===== config.mk =====
export PLATFORM = sky130hd
export DESIGN_NAME = block_encoder
export DESIGN_NICKNAME = d
export VERILOG_FILES = /design/src/logic/pcs_pkg.sv /design/src/logic/block_encoder.sv
export SDC_FILE = /design/constraint.sdc
export NUM_CORES = 1
export LEC_CHECK = 0
export BUFFER_PORTS_ARGS = -buffer_cell sky130_fd_sc_hd__buf_2
export CORE_ASPECT_RATIO = 2
export CORE_MARGIN = 2
export CORE_UTILIZATION = 35
export DETAILED_ROUTE_END_ITERATION = 7
export GPL_TIMING_DRIVEN = 0
export PLACE_DENSITY_LB_ADDON = 0.15
export SLEW_MARGIN = 10
export SYNTH_ARGS = -nofsm -noshare
export SYNTH_HDL_FRONTEND = slang
export SYNTH_SLANG_ARGS = --single-unit

===== constraint.sdc =====
create_clock -name i_clock -period 0.9 [get_ports i_clock]
set_input_delay 0.045 -clock i_clock [delete_from_list [all_inputs] [get_ports i_clock]]
set_output_delay 0.045 -clock i_clock [all_outputs]
set_load 0.05 [all_outputs]

===== src/logic/pcs_pkg.sv =====
package pcs_pkg;

    // gpio word layout
    localparam int GPIO_W   = 32;
    localparam int OPCODE_W = 9;
    localparam int ARG_W    = 22;

    // block geometry
    localparam int DATA_W  = 64;
    localparam int CTRL_W  = 8;
    localparam int BLOCK_W = 66;
    localparam int HDR_W   = BLOCK_W - DATA_W;

    localparam logic [HDR_W-1:0] HDR_DATA = 2'b01;
    localparam logic [HDR_W-1:0] HDR_CTRL = 2'b10;

    // capture ram
    localparam int RAM_DEPTH  = 1024;
    localparam int RAM_ADDR_W = 10;

    // stage enable positions
    localparam int ENB_ENCODER     = 0;
    localparam int ENB_SCRAMBLER   = 1;
    localparam int ENB_DESCRAMBLER = 2;
    localparam int ENB_DECODER     = 3;
    localparam int ENB_RAM         = 4;
    localparam int N_STAGES        = 5;

    localparam int STATUS_RD_EN_BIT = 8; // read enable in status word

    // x^58 + x^39 + 1
    localparam int SCR_TAP_A = 39;
    localparam int SCR_TAP_B = 58;

    typedef enum logic [OPCODE_W-1:0] {
        OP_ENABLE         = 9'd0,
        OP_READ_MEM_ENB   = 9'd1,
        OP_READ_ADDR      = 9'd2,
        OP_READ_DATA_LOW  = 9'd3,
        OP_READ_DATA_HIGH = 9'd4,
        OP_READ_CTRL      = 9'd5,
        OP_READ_STATUS    = 9'd6,
        OP_READ_WPTR      = 9'd7
    } opcode_e;

endpackage

===== src/logic/block_encoder.sv =====
module block_encoder
(
    input  logic                           i_clock,
    input  logic                           i_reset,
    input  logic                           i_enable,
    input  logic                           i_valid,
    input  logic [pcs_pkg::DATA_W-1:0]     i_data,
    input  logic [pcs_pkg::CTRL_W-1:0]     i_ctrl,
    output logic [pcs_pkg::BLOCK_W-1:0]    o_block,
    output logic                           o_valid
);
    import pcs_pkg::*;

    logic                 is_ctrl;
    logic [BLOCK_W-1:0]   block_next;

    assign is_ctrl = |i_ctrl;

    always_comb
    begin
        if (is_ctrl)
        begin
            // mask takes the place of byte 0
            block_next = {HDR_CTRL, i_data[DATA_W-1:CTRL_W], i_ctrl};
        end
        else
        begin
            block_next = {HDR_DATA, i_data};
        end
    end

    always_ff @(posedge i_clock)
    begin
        if (i_reset)
        begin
            o_valid <= 1'b0;
        end
        else
        begin
            o_valid <= i_valid & i_enable;
        end
    end

    always_ff @(posedge i_clock)
    begin
        o_block <= block_next; // payload, no reset
    end

endmodule


==> impl_metrics.env <==
export IMPL_critical_path_top_delay_family="flip-flops"
export IMPL_syn_nets=169
export IMPL_die_area_um2=4940
export IMPL_cts_tree="done"
export IMPL_path_cells="buf_4"
export IMPL_die_x_um=50.7
export IMPL_synth_edf_count=0
export IMPL_gp_congestion=0.680
export IMPL_synthCells=93
export IMPL_met1_usage_pct=22.0
export IMPL_dr_pass1_iters=4
export IMPL_htree_levels=3
export IMPL_synth_cell_types=7
export IMPL_busiest_layer="met2"
export IMPL_status="finished with violations"
export IMPL_port_buffers=142
export IMPL_areaGrowthSynthToFinish_pct=137
export IMPL_num_rows=34
export IMPL_synth_seq_area_share_pct=87.8
export IMPL_clockBufferDepth=2
export IMPL_finalHoldViolCount=2
export IMPL_drc=0
export IMPL_slew_viol_final=0
export IMPL_worst_ep_required_time_ps=850
export IMPL_grt_pass1_vias=1663
export IMPL_pre_cts_slack_ps=18.7
export IMPL_synthArstFlopShare_pct=0
export IMPL_grt_remaining_overflow=0
export IMPL_num_fill_cells=213
export IMPL_cts_buffers=9
export IMPL_grtUsageMet3_pct=9.69
export IMPL_grt_pass1_wl_um=7550
export IMPL_ir_worst_vdd_uv=1580
export IMPL_initial_core_util_pct=35.9
export IMPL_vias=1581
export IMPL_clockRootBuffer="clkbuf_8"
export IMPL_yosysMostFrequentCell="dfxtp_1"
export IMPL_p_per_area_nw_per_um2=1820
export IMPL_utilization_pct=85.0
export IMPL_io_pins=143
export IMPL_synth_area_leader_cell="dfxtp_1"
export IMPL_holdWs_ps=-13.4
export IMPL_crit_buf_inv=1
export IMPL_syn_cell_area_um2=1530
export IMPL_synth_area_leaders="dfxtp_1 (88%), a41o_1 (5.2%), nor4_4 (2.8%)"
export IMPL_crit_type="reg2out"
export IMPL_endpoint_kind="primary output"
export IMPL_worst_pin_slew_ps=364
export IMPL_drive_gt1_share_pct=57.3
export IMPL_start_kind="flop"
export IMPL_clkSlewWorstSetupHoldPaths_ps=60
export IMPL_gr_usage_all_layers_pct=21.5
export IMPL_maxSlewHeadroom_pct=75.6
export IMPL_violations="hold timing"
export IMPL_syn_avg_cell_area_um2=16.4
export IMPL_cp_slowest_stage_delay_ps=310
export IMPL_grt_start_max_net_pins=11
export IMPL_final_nets=395
export IMPL_synth_top_area_share_pct=87.8
export IMPL_holdCritPathClass="in2reg"
export IMPL_max_freq_mhz=1150
export IMPL_antenna_found_initial=0
export IMPL_ys_seq_elements=67
export IMPL_fin_crit_sh_pct=96.4
export IMPL_timing_max_cap_violations=0
export IMPL_totalWireLength_um=5390
export IMPL_cpMaxStageDelayCell="dfxtp_1"
export IMPL_diodes=0
export IMPL_wl_per_cell_um=14.3
export IMPL_crit_fanout=1
export IMPL_grtUsageMet2_pct=36.2
export IMPL_setup_viol=0
export IMPL_netlist_top_cells_count="dfxtp_1 (67), a41o_1 (8), inv_1 (8)"
export IMPL_viasPerCell=4.19
export IMPL_final_antenna_net_count=0
export IMPL_setup_ws_ps=32.1
export IMPL_p_leak_nw=1.76
export IMPL_clock_sinks=67
export IMPL_drt_iter0_markers=12
export IMPL_ys_warnings_count=0
export IMPL_fin_crit_ps=868
export IMPL_ys_flop_type="dfxtp_1"
export IMPL_critical_path_arrival_ps=820
export IMPL_cts_setup_buffers=0
export IMPL_coreArea_um2=4250
export IMPL_die_h_um=97.4
-- worst paths after layout --
path	start	to	slack (ps)	cells past startpoint
worst max-delay path	o_block[0]$_DFF_P_	o_block[0]	30	1
worst min-delay path	i_ctrl[6]	o_block[6]$_DFF_P_	-10	2
-- placed cells by master (no fill, tap or decap) --
cell type,n
nor4_4,2
buf_4,9
and2_2,1
nand2_1,2
buf_2,75
dfxtp_1,40
buf_6,58
clkbuf_1,2
clkbuf_8,10
inv_1,8
clkinv_2,3
nor2_1,5
a41o_1,8
dlygate4sd3_1,73
dfxtp_2,27
-- metrics by stage --
stage               std cells  total power, mW  hold slack, ps  TNS, ps  area [um2]
floorplan                  93             3.82            72.7        0        1530
global placement          289             4.14             147        0        2310
detailed placement        289             4.14             149        0        2310
CTS                       371             6.45           -36.5        0        3320
global route              377             6.87           -31.4    -56.7        3620
finish                    377             6.59           -13.4        0        3620
-- cells by family after synthesis --
family	share of synthesized area (%)
AO/OA/AOI/OAI	5.24
buffers and inverters	1.97
flip-flops	87.8
AND/OR/NAND/NOR	5.00
-- layout make-up --
class / count / area (um2) / share of cell area (%)
Multi-Input combinational cell: 18 / 156 / 4.33
Clock buffer: 12 / 145 / 4.01
Tap cell: 54 / 67.6 / 1.87
Timing Repair Buffer: 215 / 1830 / 50.5
Clock inverter: 3 / 15.0 / 0.415
Sequential cell: 67 / 1380 / 38.0
Inverter: 8 / 30.0 / 0.830
-- flip-flops by register name, summed over array words and instances, names as in the netlist --
| name | count |
|---|---|
| o_valid | 1 |
| o_block | 66 |
-- where the power goes --
part / switching, mW / leakage, nW / internal (mW)
logic: 0.752 / 1.11 / 0.616
registers: 0.0723 / 0.565 / 3.14
clock network: 0.971 / 0.0860 / 1.05
-- per-layer routing --
layer  up-vias  share of wire [%]
li1        760                  -
met1       705                 36
met2       109                 52
met3         7                 10
met4         0                1.5
met5         -                  0
-- what timing repair did --
action,CTS,global route
endpoints found under the setup margin,67,57
gates resized for setup,70,82
hold buffers,67,6
hold endpoints to repair,66,9
Power figures use the tool's default switching activity.
