`config.mk`:
```
export PLATFORM = sky130hd
export DESIGN_NAME = gpio_register_file
export DESIGN_NICKNAME = d
export VERILOG_FILES = /design/src/logic/pcs_pkg.sv /design/src/logic/gpio_register_file.sv
export SDC_FILE = /design/constraint.sdc
export NUM_CORES = 1
export LEC_CHECK = 0
export ABC_AREA = 1
export BUFFER_PORTS_ARGS = -buffer_cell sky130_fd_sc_hd__buf_2
export CORE_ASPECT_RATIO = 1.4
export CORE_MARGIN = 2
export CORE_UTILIZATION = 38
export DETAILED_ROUTE_END_ITERATION = 12
export GPL_ROUTABILITY_DRIVEN = 0
export PLACE_DENSITY_LB_ADDON = 0.15
export SYNTH_ARGS = -nofsm -noshare
export SYNTH_HDL_FRONTEND = slang
export SYNTH_SLANG_ARGS = --single-unit
export TNS_END_PERCENT = 20
```
`constraint.sdc`:
```
create_clock -name i_clock -period 1.1 [get_ports i_clock]
set_input_delay 0.11 -clock i_clock [delete_from_list [all_inputs] [get_ports i_clock]]
set_output_delay 0.11 -clock i_clock [all_outputs]
set_load 0.02 [all_outputs]
```
`src/logic/pcs_pkg.sv`:
```
package pcs_pkg;

    // gpio word layout
    localparam int GPIO_W   = 32;
    localparam int OPCODE_W = 9;
    localparam int ARG_W    = 22;

    // block geometry
    localparam int DATA_W  = 64;
    localparam int CTRL_W  = 8;
    localparam int BLOCK_W = 66;
    localparam int HDR_W   = BLOCK_W - DATA_W;

    localparam logic [HDR_W-1:0] HDR_DATA = 2'b01;
    localparam logic [HDR_W-1:0] HDR_CTRL = 2'b10;

    // capture ram
    localparam int RAM_DEPTH  = 1024;
    localparam int RAM_ADDR_W = 10;

    // stage enable positions
    localparam int ENB_ENCODER     = 0;
    localparam int ENB_SCRAMBLER   = 1;
    localparam int ENB_DESCRAMBLER = 2;
    localparam int ENB_DECODER     = 3;
    localparam int ENB_RAM         = 4;
    localparam int N_STAGES        = 5;

    localparam int STATUS_RD_EN_BIT = 8; // read enable in status word

    // x^58 + x^39 + 1
    localparam int SCR_TAP_A = 39;
    localparam int SCR_TAP_B = 58;

    typedef enum logic [OPCODE_W-1:0] {
        OP_ENABLE         = 9'd0,
        OP_READ_MEM_ENB   = 9'd1,
        OP_READ_ADDR      = 9'd2,
        OP_READ_DATA_LOW  = 9'd3,
        OP_READ_DATA_HIGH = 9'd4,
        OP_READ_CTRL      = 9'd5,
        OP_READ_STATUS    = 9'd6,
        OP_READ_WPTR      = 9'd7
    } opcode_e;

endpackage
```
`src/logic/gpio_register_file.sv`:
```
module gpio_register_file
(
    input  logic                               i_clock,
    input  logic                               i_reset,
    input  logic [pcs_pkg::GPIO_W-1:0]         i_gpio_in,
    input  logic [pcs_pkg::DATA_W-1:0]         i_ram_data,
    input  logic [pcs_pkg::CTRL_W-1:0]         i_ram_ctrl,
    input  logic [pcs_pkg::RAM_ADDR_W-1:0]     i_ram_wptr,
    output logic [pcs_pkg::GPIO_W-1:0]         o_gpio_out,
    output logic [pcs_pkg::N_STAGES-1:0]       o_stage_enable,
    output logic                               o_read_enable,
    output logic [pcs_pkg::RAM_ADDR_W-1:0]     o_read_address,
    output logic                               o_invalid_opcode
);
    import pcs_pkg::*;

    logic                  strobe;
    logic [OPCODE_W-1:0]   opcode;
    logic [ARG_W-1:0]      arg;
    logic [GPIO_W-1:0]     status_word;

    assign strobe = i_gpio_in[GPIO_W-1]; // command strobe in msb
    assign opcode = i_gpio_in[GPIO_W-2 -: OPCODE_W];
    assign arg    = i_gpio_in[ARG_W-1:0];

    always_comb
    begin
        status_word                   = '0;
        status_word[N_STAGES-1:0]     = o_stage_enable;
        status_word[STATUS_RD_EN_BIT] = o_read_enable;
    end

    always_ff @(posedge i_clock)
    begin
        if (i_reset)
        begin
            o_gpio_out       <= '0;
            o_stage_enable   <= '0;
            o_read_enable    <= 1'b0;
            o_read_address   <= '0;
            o_invalid_opcode <= 1'b0;
        end
        else if (strobe)
        begin
            case (opcode)
                OP_ENABLE:
                begin
                    o_stage_enable <= arg[N_STAGES-1:0];
                end
                OP_READ_MEM_ENB:
                begin
                    o_read_enable <= arg[0];
                end
                OP_READ_ADDR:
                begin
                    o_read_address <= arg[RAM_ADDR_W-1:0];
                end
                OP_READ_DATA_LOW:
                begin
                    o_gpio_out <= i_ram_data[GPIO_W-1:0];
                end
                OP_READ_DATA_HIGH:
                begin
                    o_gpio_out <= i_ram_data[DATA_W-1:GPIO_W];
                end
                OP_READ_CTRL:
                begin
                    o_gpio_out <= {{(GPIO_W-CTRL_W){1'b0}}, i_ram_ctrl};
                end
                OP_READ_STATUS:
                begin
                    o_gpio_out <= status_word;
                end
                OP_READ_WPTR:
                begin
                    o_gpio_out <= {{(GPIO_W-RAM_ADDR_W){1'b0}}, i_ram_wptr};
                end
                default:
                begin
                    o_invalid_opcode <= 1'b1; // sticky until reset
                end
            endcase
        end
    end

endmodule

```
==> metrics.txt <==
fin crit period 0.9996 ns; synthesis-stage register bit count 49; synthesized area per cell 6.303 µm²; warning count from the yosys run 0; initial drt markers 50; Initial Utilization 0.3893; first-pass GRT wire length 11.43 mm; run status complete, no violations; Post-synth ARST share 0; clock skew 0.009979 ns; CP delay by family, top simple AND/OR/NAND/NOR gates; syn_nets 519; Worst Tran Pin Value 0.2779 ns; DRC 0; Slew Viols, Final 0; slowest CP cell nor2_1; Layout Utilization 0.5513; final WL 7.276 mm; max-cap viol count 0; Seq/Total Area, Yosys 0.3862; Via-to-Cell Ratio 4.689; # diodes 0; crit share post-route 0.9088; clk slew on worst S/H paths 0.09 ns; Pre-Repair DR Iteration Count 4; Fillers 671; hold slack 0.08541 ns; die area 7363 µm²; Max transition margin 0.8147; H-tree depth 2; chip width 73.10 µm; Max Buffers Root-to-Sink 2; Final Power 3.546 mW; die height 100.7 µm; Post-layout nets 677; critical path endpoint category register; Post-Synthesis Cells 403; Port-buffer cells 152; worst-path cell chain buf_2 -> nor2_1 -> nand2_1 -> nor2_1 -> nand3_1 -> buf_4 -> nand2_1 -> nor3b_1; Synth top cells by count nand2_1 (152), nor2_1 (62), dfxtp_1 (49); Worst Path Required 1.32 ns; layout cells sized above 1 0.3452; Critical Path Max Stage Delay 0.24 ns; vias 2982; area growth from synthesis to layout 41.63%; placed cell count 628; PwrDens 985.7 nW/µm²; HPWL Detailed 5.683 mm; post-synth top area cell dfxtp_1; row count 35; most frequent cell after synthesis nand2_1; CP arrival 1.22 ns; Post-synth EDFFs 0; CTS tree done; Buffers & Inverters on Critical Path 2; CP Class in -> reg; hold_buf cts 0; CP Launch Type input port; Hold Fails Final Rpt 0; Clock Sinks 49; GRT Util Overall 0.1952; Peak Freq 1.000 GHz; Synth Cell Area 2540 µm²; largest net degree at the start of global routing 33; final setup violating endpoints 0; Finished Layout Cells 636; Worst-Skew Late Latency 0.30 ns; Root Driver clkbuf_8; GR Overflow Total 0; top_reg_cell synth dfxtp_1; initial antenna violation count 0; vias in the first global route 2629; worst vdd ir 0.8178 mV; final instance area 3597 µm²; Num CTS Buffers 5; core footprint 6525 µm²; leakage 2.028 nW; Area contributors post-synth dfxtp_1 (39%), nand2_1 (22%), nor2_1 (9.2%), nand3_1 (5.5%), nor3b_2 (3.9%); I/O Pins 165; Hold WC Path Type in -> reg; Placement Cell Area 3476 µm²; Synth top area share 0.3862; Worst Path Max Fanout 20; Routed Antenna Nets 0; Yosys cell types 22; Routed WL per cell 11.44 µm
==> area by class of cell <==
cell class,count,area [µm²],area share
Timing Repair Buffer,172,960.9,0.2671
Inverter,26,98.84,0.02748
Clock inverter,1,30.03,0.008348
Multi-Input combinational cell,307,1348,0.3746
Tap cell,74,92.59,0.02574
Clock buffer,7,86.33,0.02400
Sequential cell,49,980.9,0.2727
==> timing repair <==
| action | in CTS | in global routing |
|---|---|---|
| buffers inserted | 0 | 0 |
| endpoints found under the setup margin | 0 | 5 |
| resized for setup | 0 | 1 |
==> metal layers <==
layer,global-route usage,share of wire,up-vias,wire length [µm]
met3,0.04700,0.066,4,479
li1,-,-,1576,-
met2,0.3611,0.51,93,3697
met5,0,0,-,0
met4,0.05556,0.0089,0,65
met1,0.2158,0.42,1309,3034
==> where the power goes <==
part | switching [mW] | internal [mW] | leakage [nW] | total, mW
logic | 0.220 | 0.226 | 1.57 | 0.446
clock network | 0.573 | 0.742 | 0.0585 | 1.31
registers | 0.00444 | 1.78 | 0.395 | 1.78
==> worst register-to-register path: stages, from the launching register on <==
cell     delay, ns
dfxtp_1       0.33
nand3_1       0.09
nand2_1       0.06
o21ai_0       0.19
nand2_1       0.08
nand2_1       0.06
a21oi_1       0.05
==> registers in the layout, indices dropped and copies added, names as in the netlist <==
| register | cells |
|---|---|
| o_gpio_out | 32 |
| o_read_address | 10 |
| o_stage_enable | 5 |
| o_invalid_opcode | 1 |
| o_read_enable | 1 |
==> logic make-up after synthesis <==
kind of cell           count (synthesis)  synth area share
DFF                                   49            0.3862
and+or+nand+nor                      258            0.4320
AOI/OAI and AO/OA                     49           0.09655
buffers and inverters                 47           0.08522
==> path summary, 6_finish.rpt <==
| check | slack, ns | startpoint | endpoint | cells after the start |
|---|---|---|---|---|
| worst max-delay path | 0.10 | i_gpio_in[29] | o_read_address[0] | 8 |
| worst min-delay path | 0.09 | i_gpio_in[9] | o_read_address[9] | 3 |
| worst max register to register | 0.13 | o_stage_enable[4] | o_gpio_out[4] | 6 |
| worst min register to register | 0.47 | o_gpio_out[1] | o_gpio_out[1] | 2 |
==> cells in the final DEF (no fill, tap or decap) <==
cell type / synthesis / final
nand2_1: 152 / 152
buf_2: 10 / 152
nor2_1: 62 / 62
dfxtp_1: 49 / 49
nand3_1: 28 / 27
inv_1: 22 / 22
o21ai_1: 20 / 20
a21oi_1: 17 / 17
buf_4: 1 / 16
o21ai_0: 12 / 12
nor3b_2: 8 / 8
clkbuf_8: 0 / 6
buf_12: 0 / 4
inv_2: 2 / 2
nand3_2: 1 / 2
nor3_1: 2 / 2
nor3b_1: 2 / 2
clkinv_1: 1 / 1
nand2_2: 1 / 1
nor2_2: 1 / 1
clkinv_2: 1 / 1
nand4_1: 1 / 1
bufinv_16: 0 / 1
clkbuf_1: 7 / 1
==> per-stage QoR <==
step	setup slack, ns	setup TNS (ns)
after detailed placement	-0.1709	-5.964
final	0.1004	0
after floorplan	0.005218	0
after global routing	-0.004932	-0.01128
after CTS	0.08884	0
after global placement	-0.1495	-4.555
(Power assumes the default switching activity.)
