<file path="src/logic/pcs_pkg.sv">
package pcs_pkg;

    // gpio word layout
    localparam int GPIO_W   = 32;
    localparam int OPCODE_W = 9;
    localparam int ARG_W    = 22;

    // block geometry
    localparam int DATA_W  = 64;
    localparam int CTRL_W  = 8;
    localparam int BLOCK_W = 66;
    localparam int HDR_W   = BLOCK_W - DATA_W;

    localparam logic [HDR_W-1:0] HDR_DATA = 2'b01;
    localparam logic [HDR_W-1:0] HDR_CTRL = 2'b10;

    // capture ram
    localparam int RAM_DEPTH  = 1024;
    localparam int RAM_ADDR_W = 10;

    // stage enable positions
    localparam int ENB_ENCODER     = 0;
    localparam int ENB_SCRAMBLER   = 1;
    localparam int ENB_DESCRAMBLER = 2;
    localparam int ENB_DECODER     = 3;
    localparam int ENB_RAM         = 4;
    localparam int N_STAGES        = 5;

    localparam int STATUS_RD_EN_BIT = 8; // read enable in status word

    // x^58 + x^39 + 1
    localparam int SCR_TAP_A = 39;
    localparam int SCR_TAP_B = 58;

    typedef enum logic [OPCODE_W-1:0] {
        OP_ENABLE         = 9'd0,
        OP_READ_MEM_ENB   = 9'd1,
        OP_READ_ADDR      = 9'd2,
        OP_READ_DATA_LOW  = 9'd3,
        OP_READ_DATA_HIGH = 9'd4,
        OP_READ_CTRL      = 9'd5,
        OP_READ_STATUS    = 9'd6,
        OP_READ_WPTR      = 9'd7
    } opcode_e;

endpackage
</file>
<file path="src/logic/block_decoder.sv">
module block_decoder
(
    input  logic                           i_clock,
    input  logic                           i_reset,
    input  logic                           i_enable,
    input  logic                           i_valid,
    input  logic [pcs_pkg::BLOCK_W-1:0]    i_block,
    output logic [pcs_pkg::DATA_W-1:0]     o_data,
    output logic [pcs_pkg::CTRL_W-1:0]     o_ctrl,
    output logic                           o_valid
);
    import pcs_pkg::*;

    logic [HDR_W-1:0]    header;
    logic [DATA_W-1:0]   payload;

    assign header  = i_block[BLOCK_W-1:DATA_W];
    assign payload = i_block[DATA_W-1:0];

    always_ff @(posedge i_clock)
    begin
        if (i_reset)
        begin
            o_valid <= 1'b0;
        end
        else
        begin
            o_valid <= i_valid & i_enable;
        end
    end

    always_ff @(posedge i_clock)
    begin
        if (header == HDR_DATA)
        begin
            o_data <= payload;
            o_ctrl <= '0;
        end
        else
        begin
            // byte 0 carried the mask
            o_data <= {payload[DATA_W-1:CTRL_W], {CTRL_W{1'b0}}};
            o_ctrl <= payload[CTRL_W-1:0];
        end
    end

endmodule

</file>
<file path="config.mk">
export PLATFORM = sky130hd
export DESIGN_NAME = block_decoder
export DESIGN_NICKNAME = d
export VERILOG_FILES = /design/src/logic/pcs_pkg.sv /design/src/logic/block_decoder.sv
export SDC_FILE = /design/constraint.sdc
export NUM_CORES = 1
export LEC_CHECK = 0
export BUFFER_PORTS_ARGS = -buffer_cell sky130_fd_sc_hd__buf_2
export CORE_MARGIN = 8
export CORE_UTILIZATION = 36
export DETAILED_ROUTE_END_ITERATION = 10
export PLACE_DENSITY = 0.78
export RECOVER_POWER = 50
export SYNTH_ARGS = -nofsm -noshare
export SYNTH_HDL_FRONTEND = slang
export SYNTH_SLANG_ARGS = --single-unit
</file>
<file path="constraint.sdc">
create_clock -name i_clock -period 0.8 [get_ports i_clock]
set_input_delay 0.04 -clock i_clock [delete_from_list [all_inputs] [get_ports i_clock]]
set_output_delay 0.04 -clock i_clock [all_outputs]
set_load 0.05 [all_outputs]
</file>
==> results.md, run 1 <==
* Clock buffer count from CTS at 9
* Global-route wire length before repair at between 10 and 15 mm
* Max_cap viols at 0
* Min-delay src: i_block[65]
* Worst Path Required at 0.76 ns
* Inst Count DP at 287
* Area Overhead vs Synth at 154.9%
* Post-CTS Setup Bufs at 0
* Kind of cell adding the most delay to the critical path: flip-flops
* Port Buffers at 142
* Total power at 8.952 mW
* DP Worst Slack at 0.1782 ns
* WP buf/inv at 1
* Hold Crit Depth at 3
* Die height at slightly above 80 um
* Post-route DRC violation count at 0
* Starting Density at 36.92%
* Number of routed nets with antenna violations at 0
* Final cycle utilization of the critical path at 113.4%
* Setup WS post-layout at -0.1075 ns
* Max-slew violation total from the final report at 0
* Gpl congestion at 0.6648
* Root Buffer: clkbuf_8
* Power per cell area at 2199 mW/mm^2
* Crit path largest cell delay at 0.36 ns
* Violated checks: negative setup slack
* Worst slew pin tran at around 0.20 ns
* Worst-case hold slack at 0.06258 ns
* Crit path max fanout at 1
* Mapped cell area at 0.001597 mm^2
* CTS sink count at 73
* Max IR drop VDD at 1.901 mV
* Via count at approximately 1600
* Drt pass-1 iters at 4
* Setup TNS at -5.410 ns
* Number of synthesized register bits at 73
* Final Setup Violations at 73
* Final worst path period need at 0.9075 ns
* Die area at 0.006822 mm^2
* Outcome: finished with violations
* GRT overflow at 0
* Syn_nets at 163
* Clock Path Buffers at 2
* Hold Vio Cnt, Final at 0
* Max Fclk at between 1 and 1.5 GHz
* Die width at around 83 um
* Antenna violations before repair at 2
* Worst hold endpoint: o_data[2]
* CORE AREA at 0.004324 mm^2
* Layout cells sized above 1 at around 72%
* Crit-path cells: buf_8
* Post-DR wirelength/cell at 24.51 um
* Vias in the first global route at 1992
* Worst Setup Path Type: reg -> out
* DP Wirelength at 3.767 mm
* Startpoint class of the critical path: flip-flop
* WP data arrival at roughly 0.87 ns
* Slowest cell on the critical path: dfxtp_2
* Mapped Cells at 93
* Synth warn at 0
* Syn_area_per_cell at 17.17 um^2
* CTS tree: built
* IO Count at 143
* Unrepaired setup endpoints after global routing: true
* Largest net degree at the start of global routing at 12
* Drt initial violations at 40
* Cell Rows at 24
* Fin nets at 383
* GRT Total Usage at 25.87%
* Netlist cell types at 6
* CTS clk-pin slew, worst paths at approximately 0.09 ns
* Post-synthesis sequential area ratio at approximately 92%
* CTS HTree Levels at 3
* Static leakage at 1.867 nW
* Critical path endpoint category: primary output
* Routed wire length at 9.069 mm
* Max-slew headroom at 86.96%
* Hold Crit Class: in -> reg
* Routed vias/inst at ~4.4
* Non-Filler Instances at 370
==> layer usage <==
| metal | GRT usage (%) | vias up | wire length (um) |
|---|---|---|---|
| met1 | 23.20 | 782 | 2958 |
| met4 | 8.966 | 2 | 346 |
| met5 | 0 | - | 12 |
| li1 | - | 724 | - |
| met2 | 47.92 | 113 | 4874 |
| met3 | 14.07 | 24 | 876 |
==> worst max path at each step <==
stage | cells after the start | start | slack, ns | end
3_5_place_dp | 1 | o_ctrl[3] | 0.18 | o_ctrl[3]
4_1_cts | 1 | o_ctrl[3] | -0.08 | o_ctrl[3]
3_3_place_gp | 1 | o_ctrl[4] | 0.19 | o_ctrl[4]
6_report | 1 | o_ctrl[5] | -0.11 | o_ctrl[5]
2_1_floorplan | 0 | o_ctrl[0] | 0.17 | o_ctrl[0]
5_1_grt | 1 | o_ctrl[5] | -0.12 | o_ctrl[5]
==> repair_timing <==
item	4_1_cts	5_1_grt
setup endpoints to repair	73	73
hold buffers	67	0
endpoints found under the hold margin	73	0
pin swaps	0	0
resized for setup	288	4
==> registers in the layout, summed over array words and instances, names as in the netlist <==
name / count
o_ctrl: 8
o_data: 64
o_valid: 1
==> per-stage QoR <==
stage / instance area [um^2] / utilization, %
4_1_cts: 4053 / 93.72
3_3_place_gp: 2372 / 54.86
3_5_place_dp: 2372 / 54.86
5_1_grt: 4068 / 94.07
6_report: 4070 / 94.13
2_1_floorplan: 1597 / -
==> layout make-up <==
class	instances	area (um^2)
diodes	2	5.005
clock buffers	12	165.2
clock inverters	2	37.54
fillers	116	254.0
multi-input cells	20	135.1
flip-flops and latches	73	1553
well taps	52	65.06
repair buffers	209	2110
==> logic make-up after synthesis <==
group            count (synthesis)  synth area share, %
DFF                             73                91.54
and+or+nand+nor                 20                8.463
==> cells in the mapped netlist (all sizes together) <==
cell	n	share of area [%]
dfxtp	73	92
and2	16	6.3
nand2	1	0.23
nand2b	1	0.86
nor2	1	0.23
nor2b	1	0.86
==> report_power, final <==
part           internal [mW]  switching [mW]
logic                  0.868           0.974
registers               3.87           0.151
clock network           1.67            1.42
==> cell usage in the layout, fill, tap and decap left out <==
cell type	instances
and2_1	16
buf_2	67
buf_8	73
bufinv_16	1
clkbuf_1	2
clkbuf_8	12
clkinvlp_4	1
dfxtp_2	73
diode_2	2
dlygate4sd3_1	67
nand2_1	1
nand2b_4	1
nor2_1	1
nor2b_4	1
Note: power is estimated with default switching activity, not from simulation.
==> run 2: changes to the inputs <==
BUFFER_PORTS_ARGS = not set   (was -buffer_cell sky130_fd_sc_hd__buf_2)
CORE_UTILIZATION = 57   (was 36)
DONT_BUFFER_PORTS = 1   (was not set)
MAX_ROUTING_LAYER = met4   (was not set)
PLACE_DENSITY = 0.72   (was 0.78)
==> results.md, run 2 <==
* Mapped Cells at 93 (unchanged)
* Post-synth top area share at 91.54% (unchanged)
* Most common cell in the netlist: dfxtp_1
* Die width at 68.93 um (-17%)
* Area post-placement at 0.002196 mm^2 (-7.4%)
* Area contributors post-synth: dfxtp_1 (92%), and2_1 (6.3%), nand2b_4 (0.86%), nor2b_4 (0.86%), nand2_1 (0.24%)
* Cell Rows at 19 (-21%)
* Outcome: did not finish
* Clock buffer count from CTS at 9 (unchanged)
* Port Buffers at 0 (-100%)
* IO Count at 143 (unchanged)
* CTS resizes at 211 (-27%)
* Post-CTS Hold Buffers at 69 (+3.0%)
* CTS HTree Levels at 3 (unchanged)
* Number of synthesized register bits at 73 (unchanged)
* Clock Path Buffers at 2 (unchanged)
* Syn_area_per_cell at 17.17 um^2 (unchanged)
* Synth warn at 0 (unchanged)
* Synth Flop Type: dfxtp_1
* Starting Density at 58.91% (+22 points)
* Post-CTS Setup Bufs at 0 (unchanged)
* Stop stage: 4_1_cts
* Top cells by count, synth: dfxtp_1 (73), and2_1 (16)
* Root Buffer: clkbuf_4
* Die height at 68.93 um (-17%)
* Gpl congestion at 0.7226 (+8.7%)
* Fraction of registers with async set/reset at 0% (unchanged)
* Syn_nets at 163 (unchanged)
* Err: [ERROR DPL-0038] Utilization greater than 100%, impossible to legalize
* Netlist cell types at 6 (unchanged)
* CTS sink count at 73 (unchanged)
* Post-synthesis sequential area ratio at 91.54% (unchanged)
* Synth area leader: dfxtp_1
* EDFF count, synth at 0 (unchanged)
* Mapped cell area at 0.001597 mm^2 (unchanged)
[run 2: logic make-up after synthesis]
logic type / Yosys count / synth area share [%]
and+or+nand+nor: 20 / 8.463
DFF: 73 / 91.54
[run 2: metrics by stage]
stage / worst slack (ns) / cells / utilization (%) / hold slack [ns]
floorplan: 0.1727 / 93 / - / 0.06772
global placement: 0.2794 / 197 / 81.02 / 0.06778
detailed placement: 0.2408 / 197 / 81.02 / 0.06777
==> run 3: changes to the inputs <==
CORE_UTILIZATION = 40   (was 57)
MAX_ROUTING_LAYER = not set   (was met4)
PLACE_DENSITY = not set   (was 0.72)
PLACE_DENSITY_LB_ADDON = 0.15   (was not set)
==> results.md, run 3 <==
* Outcome: did not finish
* Stop stage: 4_1_cts
* Err: [ERROR DPL-0033] detailed placement checks failed during check placement.
* Most common cell in the netlist: dfxtp_1
* DP Worst Slack at 0.2517 ns (+0.01088 ns)
* Syn_nets at 163 (unchanged)
* Die width at 79.18 um (+15%)
* Port Buffers at 0 (unchanged)
* Mapped cell area at 0.001597 mm^2 (unchanged)
* Syn_area_per_cell at 17.17 um^2 (unchanged)
* Top cells by count, synth: dfxtp_1 (73), and2_1 (16)
* EDFF count, synth at 0 (unchanged)
* Fraction of registers with async set/reset at 0% (unchanged)
* Post-synthesis sequential area ratio at 91.54% (unchanged)
* Clock Path Buffers at 2 (unchanged)
* Post-synth top area share at 91.54% (unchanged)
* Die height at 79.18 um (+15%)
* CTS sink count at 73 (unchanged)
* CTS resizes at 211 (unchanged)
* Root Buffer: clkbuf_8
* Post-CTS Setup Bufs at 0 (unchanged)
* Gpl congestion at 0.7068 (-2.2%)
* Mapped Cells at 93 (unchanged)
* CTS HTree Levels at 3 (unchanged)
* Synth area leader: dfxtp_1
* Inst Count DP at 216 (+9.6%)
* Number of synthesized register bits at 73 (unchanged)
* Synth Flop Type: dfxtp_1
* Area contributors post-synth: dfxtp_1 (92%), and2_1 (6.3%), nand2b_4 (0.86%), nor2b_4 (0.86%), nand2_1 (0.24%)
* Starting Density at 40.79% (-18 points)
* Cell Rows at 23 (+4)
* Synth warn at 0 (unchanged)
* Post-CTS Hold Buffers at 69 (unchanged)
* Netlist cell types at 6 (unchanged)
* Clock buffer count from CTS at 9 (unchanged)
* IO Count at 143 (unchanged)
## run 3: logic make-up after synthesis
kind of cell     count (synthesis)  share of synthesized area (%)
flip-flops                      73                          91.54
AND/OR/NAND/NOR                 20                          8.463
## run 3: stage by stage
step	util [%]	cell area, um^2	hold slack, ns
2_1_floorplan	-	1597	0.06772
3_3_place_gp	56.71	2220	0.06778
3_5_place_dp	56.71	2220	0.06777
