<file path="src/logic/pcs_pkg.sv">
package pcs_pkg;

    // gpio word layout
    localparam int GPIO_W   = 32;
    localparam int OPCODE_W = 9;
    localparam int ARG_W    = 22;

    // block geometry
    localparam int DATA_W  = 64;
    localparam int CTRL_W  = 8;
    localparam int BLOCK_W = 66;
    localparam int HDR_W   = BLOCK_W - DATA_W;

    localparam logic [HDR_W-1:0] HDR_DATA = 2'b01;
    localparam logic [HDR_W-1:0] HDR_CTRL = 2'b10;

    // capture ram
    localparam int RAM_DEPTH  = 1024;
    localparam int RAM_ADDR_W = 10;

    // stage enable positions
    localparam int ENB_ENCODER     = 0;
    localparam int ENB_SCRAMBLER   = 1;
    localparam int ENB_DESCRAMBLER = 2;
    localparam int ENB_DECODER     = 3;
    localparam int ENB_RAM         = 4;
    localparam int N_STAGES        = 5;

    localparam int STATUS_RD_EN_BIT = 8; // read enable in status word

    // x^58 + x^39 + 1
    localparam int SCR_TAP_A = 39;
    localparam int SCR_TAP_B = 58;

    typedef enum logic [OPCODE_W-1:0] {
        OP_ENABLE         = 9'd0,
        OP_READ_MEM_ENB   = 9'd1,
        OP_READ_ADDR      = 9'd2,
        OP_READ_DATA_LOW  = 9'd3,
        OP_READ_DATA_HIGH = 9'd4,
        OP_READ_CTRL      = 9'd5,
        OP_READ_STATUS    = 9'd6,
        OP_READ_WPTR      = 9'd7
    } opcode_e;

endpackage
</file>
<file path="src/logic/block_scrambler.sv">
module block_scrambler
#(
    parameter bit DESCRAMBLE = 1'b0
)
(
    input  logic                           i_clock,
    input  logic                           i_reset,
    input  logic                           i_enable,
    input  logic                           i_valid,
    input  logic [pcs_pkg::BLOCK_W-1:0]    i_block,
    output logic [pcs_pkg::BLOCK_W-1:0]    o_block,
    output logic                           o_valid
);
    import pcs_pkg::*;

    logic [SCR_TAP_B-1:0]   history;
    logic [SCR_TAP_B-1:0]   history_next;
    logic [DATA_W-1:0]      payload_next;

    // bit 0 first, history[0] holds the newest bit
    always_comb
    begin
        history_next = history;
        for (int i = 0; i < DATA_W; i++)
        begin
            payload_next[i] = i_block[i] ^ history_next[SCR_TAP_A-1]
                              ^ history_next[SCR_TAP_B-1];
            if (DESCRAMBLE)
            begin
                history_next = {history_next[SCR_TAP_B-2:0], i_block[i]};
            end
            else
            begin
                history_next = {history_next[SCR_TAP_B-2:0], payload_next[i]};
            end
        end
    end

    always_ff @(posedge i_clock)
    begin
        if (i_reset)
        begin
            history <= '0;
            o_valid <= 1'b0;
        end
        else
        begin
            o_valid <= i_valid; // bypass keeps the valid
            if (i_enable && i_valid)
            begin
                history <= history_next;
            end
        end
    end

    always_ff @(posedge i_clock)
    begin
        if (i_enable)
        begin
            o_block <= {i_block[BLOCK_W-1:DATA_W], payload_next}; // header untouched
        end
        else
        begin
            o_block <= i_block;
        end
    end

endmodule

</file>
<file path="config.mk">
export PLATFORM = sky130hd
export DESIGN_NAME = block_scrambler
export DESIGN_NICKNAME = d
export VERILOG_FILES = /design/src/logic/pcs_pkg.sv /design/src/logic/block_scrambler.sv
export SDC_FILE = /design/constraint.sdc
export NUM_CORES = 1
export LEC_CHECK = 0
export ABC_AREA = 1
export BUFFER_PORTS_ARGS = -buffer_cell sky130_fd_sc_hd__buf_4
export CORE_MARGIN = 1.5
export CORE_UTILIZATION = 55
export DETAILED_ROUTE_END_ITERATION = 12
export PLACE_DENSITY = 0.81
export SLEW_MARGIN = 20
export SYNTH_ARGS = -nofsm -noshare
export SYNTH_HDL_FRONTEND = slang
export SYNTH_SLANG_ARGS = --single-unit
</file>
<file path="constraint.sdc">
create_clock -name i_clock -period 1.5 [get_ports i_clock]
set_input_delay 0.15 -clock i_clock [delete_from_list [all_inputs] [get_ports i_clock]]
set_output_delay 0.15 -clock i_clock [all_outputs]
set_load 0.02 [all_outputs]
</file>
==> results by group, run 1 <==
Status
  – Outcome: finished clean

Synthesis
  – Compound-Gate Fraction of Synth Area: 0.0698
  – Mapped Nets: 983
  – Post-synthesis sequential area ratio: 0.403
  – Syn Inst Count: 913
  – #FFs+latches synth: 125
  – Synthesized area: 6220 um2
  – Synthesized area per cell: 6.81 um2
  – Top post-synthesis cells by area: dfxtp_1, nand2_1, inv_1
  – Largest family of logic cells by synthesized area: simple AND/OR/NAND/NOR gates
  – Synth cell types: 22
  – Synth Area in XOR/XNOR: 0.0845
  – Post-Synth Adder-Cell Area: 0
  – Syn. warnings: 0
  – Share of the synthesized area in the top cell type: 0.403
  – Post-synthesis mux area share: 0
  – Leading area contributor after synthesis: dfxtp_1
  – Simple-gate share of the synthesized area: 0.339

Global routing
  – GR Util met1: 0.371
  – GR Util met2: 0.483
  – Vias in the first global route: 5627
  – Total gr overflow: 0
  – GRT met3 Usage: 0.0468
  – Initial antenna violation count: 0
  – First-pass GRT wire length: 26.3 mm
  – Largest net degree at the start of global routing: 95
  – Grt peak-use layer: met2
  – Gr usage total: 0.285

Drt
  – Final ANT Viol Nets: 0
  – Total wire length: 16.3 mm
  – Initial DRC Count: 353
  – Vias per cell: 4.96
  – Avg WL per Cell: 13.3 um
  – # DRC: 0
  – Drt pass-1 iters: 5
  – Via count: 6110

STA
  – Hold WS: 17.6 ps
  – Fin. max-slew vios: 0
  – Final Critical Period: 1390 ps
  – RSZ-0062 raised after global routing: no
  – Final Hold Fails: 0
  – Slew @ Worst Pin: 509 ps
  – Setup Viol. Count Final: 0
  – Setup TNS Final: 0 ps
  – Post-route clock period utilization: 0.925
  – Headroom to the max-slew limit: 0.661
  – Skew final: 6.24 ps
  – Fmax: 721 MHz

Finish
  – Multi-input gate area: 3070 um2
  – Utilization after layout: 0.766
  – Area growth, synth to finish: 34.7%
  – Most frequent cells in the layout: nand2_1, buf_4, dfxtp_1
  – N_diodes: 0
  – Fill count: 826
  – Sequential cell area: 2500 um2
  – Most common cell after layout, fill and taps aside: nand2_1
  – Ratio of cells with drive above 1 in the final layout: 0.197
  – Final nets: 1149

Floorplan
  – DIE AREA: 11900 um2
  – I/O pins: 137
  – Rows: 38
  – Die extent in y: 109 um
  – Core Area: 10900 um2
  – Initial Util: 0.568
  – Die X: 109 um

Worst hold path
  – Worst hold path class: primary input to register

CTS
  – Clk pin slew, worst setup/hold paths: 60 ps
  – CTS sink count: 125
  – CTS tree: done
  – H-tree depth: 4
  – CTS max path bufs: 2
  – Clock root buffer: clkbuf_16
  – Worst skew pair latency: 410 ps
  – Total CTS buffers: 17

Worst setup path
  – CP Launch Type: register
  – Crit path DAT: 1740 ps
  – R2R Setup Slk: 110 ps
  – Critical Path RT: 1850 ps
  – WS Path Type: register to register
  – Crit-path max FO: 3
  – Crit path capture type: register

Placement
  – Placer congestion estimate: 0.858
  – Port bufs: 136
  – Post-DP HPWL: 10.6 mm

Power
  – Power Density: 1310 nW/um2
  – Leakage: 4.51 nW
  – Peak supply drop: 0.701 mV

Job
  – Max-cap violations: 0
-- cell type report --
class / instances / share of cell area
clock buffer: 20 / 0.0545
clock inverter: 11 / 0.0255
inverter: 120 / 0.0538
multi-input combinational: 635 / 0.367
sequential: 125 / 0.299
tap: 140 / 0.0209
timing repair buffer: 180 / 0.180
-- stage by stage --
step	setup WS (ps)	instances	instance area [um2]	power, W
3_3_place_gp	196	1163	7330	0.00623
3_5_place_dp	197	1163	7330	0.00627
6_report	113	1231	8370	0.0110
4_1_cts	150	1231	8370	0.0110
5_1_grt	11.4	1231	8370	0.0115
2_1_floorplan	456	913	6220	0.00545
-- worst paths after layout --
check                           startpoint  depth (start not counted)                       end
setup reg to reg   history[0]$_SDFFE_PP0P_                          4  history[25]$_SDFFE_PP0P_
hold / removal                 i_block[16]                          3       o_block[16]$_DFF_P_
setup / recovery   history[0]$_SDFFE_PP0P_                          4  history[25]$_SDFFE_PP0P_
hold reg to reg   history[46]$_SDFFE_PP0P_                          2       o_block[11]$_DFF_P_
-- where the power goes --
group | total [W] | internal (W) | switching [W]
clock | 0.00467 | 0.00319 | 0.00147
combinational | 0.00247 | 0.00105 | 0.00141
sequential | 0.00387 | 0.00367 | 0.000201
-- sequential cells by signal, summed over array words and instances, names as in the netlist --
signal   cells
o_block     66
history     58
o_valid      1
-- synthesized netlist by cell type (all sizes together) --
cell and n:
a21oi 18, a31oi 19, buf 23, clkbuf 10, clkinv 1, dfxtp 125, inv 119, nand2 304
nand3 75, nor2 100, o21ai 45, or2 14, xnor2 40, xor2 20
-- metal layers --
| metal | vias to the layer above | routed length (um) |
|---|---|---|
| li1 | 3135 | - |
| met1 | 2720 | 7130 |
| met2 | 220 | 7790 |
| met3 | 35 | 1140 |
| met4 | 0 | 282 |
| met5 | - | 0 |
-- repair_timing --
item / 4_1_cts / 5_1_grt
setup endpoints to repair: 0 / 1
hold buffers: 37 / 0
setup buffers: 0 / 0
gates resized for setup: 0 / 1
endpoints found under the hold margin: 37 / 0
-- cell families after synthesis --
| kind of cell | Yosys count |
|---|---|
| xor gates and xnor gates | 60 |
| AOI/OAI and AO/OA | 82 |
| buffers and inverters | 153 |
| and+or+nand+nor | 493 |
| DFF | 125 |
-- critical path, cell delays in order, from the launching register on --
cell     delay, ps
dfxtp_1        380
xnor2_1        370
xor2_1         390
o21ai_0        130
inv_1           70
(Power assumes the default switching activity.)
==> run 2, diff against run 1 <==
==> constraint.sdc (replaced) <==
create_clock -name i_clock -period 1.5 [get_ports i_clock]
set_input_delay 0.225 -clock i_clock [delete_from_list [all_inputs] [get_ports i_clock]]
set_output_delay 0.225 -clock i_clock [all_outputs]
set_load 0.02 [all_outputs]
==> run 2 against run 1 <==
Effect of this change:
- sequential cell count did not move
- sequential power barely moved
- via count fell by 4.2%
- clock power fell by 9.6%
- worst hold slack improved by 11 ps
- wire length fell by 6.4%
- global-route usage fell by 2.1 points
- register-to-register slack improved by 70 ps
- fmax rose by 4.9%
- total power fell by 5.1%
- first-iteration DRC count fell by 5.4%
- critical path type unchanged
- highest routed layer unchanged
==> results by group, run 2 (synthesized netlist as in run 1, its figures left out) <==
Drt
  – Initial DRC Count: 334 (was 353)
  – Vias per cell: 4.88 (was 4.96)
  – Via count: 5851 (was 6110)
  – Total wire length: 15.3 mm (was 16.3 mm)
  – Final ANT Viol Nets: 0 (unchanged)
  – Drt pass-1 iters: 5 (unchanged)
  – Avg WL per Cell: 12.8 um (was 13.3 um)
  – # DRC: 0 (unchanged)

Global routing
  – Total gr overflow: 0 (unchanged)
  – Initial antenna violation count: 0 (unchanged)
  – Largest net degree at the start of global routing: 94 (was 95)
  – Gr usage total: 0.264 (was 0.285)
  – First-pass GRT wire length: 24.3 mm (was 26.3 mm)
  – Vias in the first global route: 5306 (was 5627)

CTS
  – CTS Hold Bufs: 2 (was 37)
  – Post-CTS Setup Bufs: 0 (unchanged)
  – Clock root buffer: clkbuf_16 (unchanged)
  – CTS resizes: 0 (unchanged)
  – Total CTS buffers: 17 (unchanged)
  – CTS max path bufs: 2 (unchanged)
  – CTS tree: done (unchanged)
  – H-tree depth: 4 (unchanged)
  – Worst skew pair latency: 400 ps (was 410 ps)
  – Clk pin slew, worst setup/hold paths: 60 ps (about the same)
  – CTS sink count: 125 (unchanged)

Worst setup path
  – Stages on worst setup path: 4 (unchanged)
  – Crit path max-delay family: XOR/XNOR gates (unchanged)
  – Crit-path max FO: 3 (unchanged)
  – CP Launch Type: register (unchanged)
  – Critical Path RT: 1850 ps (about the same)
  – Slowest-stage cell, CP: xnor2_1 (was xor2_1)
  – Crit path DAT: 1680 ps (was 1740 ps)
  – Crit path capture type: register (unchanged)
  – Worst Setup SP: history[0]$_SDFFE_PP0P_ (unchanged)
  – Cell Chain, Critical Path: xnor2_1 -> xor2_1 -> o21ai_0 -> inv_1 (unchanged)
  – Crit path largest cell delay: 390 ps (about the same)
  – R2R Setup Slk: 180 ps (was 110 ps)
  – Worst Setup EP: history[25]$_SDFFE_PP0P_ (unchanged)
  – Bufs and invs on worst path: 1 (unchanged)
  – WS Path Type: register to register (unchanged)
  – Reg2reg end: history[25]$_SDFFE_PP0P_ (unchanged)
  – Worst R2R Path Depth: 4 (unchanged)
  – Worst R2R Start: history[0]$_SDFFE_PP0P_ (unchanged)

Placement
  – Post-DP HPWL: 10.8 mm (was 10.6 mm)
  – Port bufs: 136 (unchanged)
  – Placer congestion estimate: 0.887 (was 0.858)
  – Placed Cells incl. Taps: 1164 (was 1163)
  – Placement Setup Slack: 271 ps (was 197 ps)

Finish
  – Sequential cell area: 2500 um2 (unchanged)
  – Max reg flops: 66 (unchanged)
  – Largest regs: o_block x66, history x58, o_valid x1 (unchanged)
  – Fill count: 912 (was 826)
  – Ratio of cells with drive above 1 in the final layout: 0.203 (was 0.197)
  – Final nets: 1115 (was 1149)
  – Area growth, synth to finish: 28.0% (was 34.7%)
  – Reg with most FFs: o_block (unchanged)
  – Utilization after layout: 0.727 (was 0.766)
  – Most frequent cells in the layout: nand2_1, buf_4, dfxtp_1 (unchanged)
  – Multi-input gate area: 3060 um2 (was 3070 um2)
  – Most common cell after layout, fill and taps aside: nand2_1 (unchanged)
  – Final cell count without fillers: 1198 (was 1231)
  – N_diodes: 0 (unchanged)

Floorplan
  – Rows: 38 (unchanged)
  – DIE AREA: 11900 um2 (unchanged)
  – Die X: 109 um (unchanged)
  – I/O pins: 137 (unchanged)
  – Initial Util: 0.568 (unchanged)
  – Die extent in y: 109 um (unchanged)
  – Core Area: 10900 um2 (unchanged)

Status
  – Outcome: finished clean (unchanged)

STA
  – Final Critical Period: 1320 ps (was 1390 ps)
  – Setup TNS Final: 0 ps (unchanged)
  – Setup Viol. Count Final: 0 (unchanged)
  – Slew @ Worst Pin: 422 ps (was 509 ps)
  – RSZ-0062 raised after global routing: no (unchanged)
  – Fin. max-slew vios: 0 (unchanged)
  – Final Hold Fails: 0 (unchanged)
  – Post-route clock period utilization: 0.881 (was 0.925)
  – Final worst slack: 178 ps (was 113 ps)
  – Skew final: 8.64 ps (was 6.24 ps)
  – Headroom to the max-slew limit: 0.719 (was 0.661)
  – Hold WS: 28.5 ps (was 17.6 ps)
  – Fmax: 756 MHz (was 721 MHz)

Power
  – Power Density: 1310 nW/um2 (about the same)
  – Peak supply drop: 0.841 mV (was 0.701 mV)
  – Leakage: 4.34 nW (was 4.51 nW)

Job
  – Max-cap violations: 0 (unchanged)

Worst hold path
  – Worst hold path class: primary input to register (unchanged)
run 2: cell count changes in the layout (fill, tap and decap cells not counted):
cell / previous run / this run
clkbuf_1: 1 / 2
dlygate4sd3_1: 37 / 2
bufinv_16: 6 / 3
clkinv_4: 1 / 2
clkbuf_8: 2 / 3
clkinv_2: 2 / 3
nand3_2: 1 / 0
buf_12: 5 / 4
buf_4: 138 / 140
nand3_1: 74 / 75
run 2: worst min path at each step:
stage	from	end	slack (ps)	cells past startpoint
2_1_floorplan	i_block[64]	o_block[64]$_DFF_P_	250	0
3_3_place_gp	i_block[64]	o_block[64]$_DFF_P_	330	1
3_5_place_dp	i_block[65]	o_block[65]$_DFF_P_	330	1
4_1_cts	i_block[55]	o_block[55]$_DFF_P_	20	3
5_1_grt	i_block[51]	o_block[51]$_DFF_P_	30	3
6_report	i_block[55]	o_block[55]$_DFF_P_	30	3
run 2: per-layer routing:
metal	track usage	vias to the layer above	part of all wire
met1	0.348	2587	0.45
met3	0.0504	23	0.068
li1	-	3061	-
met5	0	-	0
met4	0.0761	0	0.015
met2	0.442	180	0.46
run 2: area by class of cell:
class	count	share of cell area
clock buffer	22	0.0596
clock inverter	10	0.0173
inverter	120	0.0566
multi-input combinational	635	0.385
sequential	125	0.315
tap	140	0.0220
timing repair buffer	146	0.145
run 2: worst reg2reg max path, cell delays in order (launching register included):
cell and delay [ps]:
dfxtp_1 370, xnor2_1 390, xor2_1 340, o21ai_0 130, inv_1 60
run 2: per-stage QoR:
| step | total power (W) | cell area [um2] |
|---|---|---|
| final | 0.0104 | 7960 |
| after CTS | 0.0105 | 7960 |
| after floorplan | 0.00545 | 6220 |
| after global placement | 0.00623 | 7320 |
| after detailed placement | 0.00627 | 7320 |
| after global routing | 0.0109 | 7960 |
run 2: report_power, final:
group	switching [W]	leakage [nW]	internal, W	total [W]
Combinational	0.00138	3.00	0.000992	0.00237
Clock	0.00147	0.296	0.00274	0.00422
Sequential	0.000190	1.04	0.00367	0.00386
Total	0.00304	4.34	0.00741	0.0104
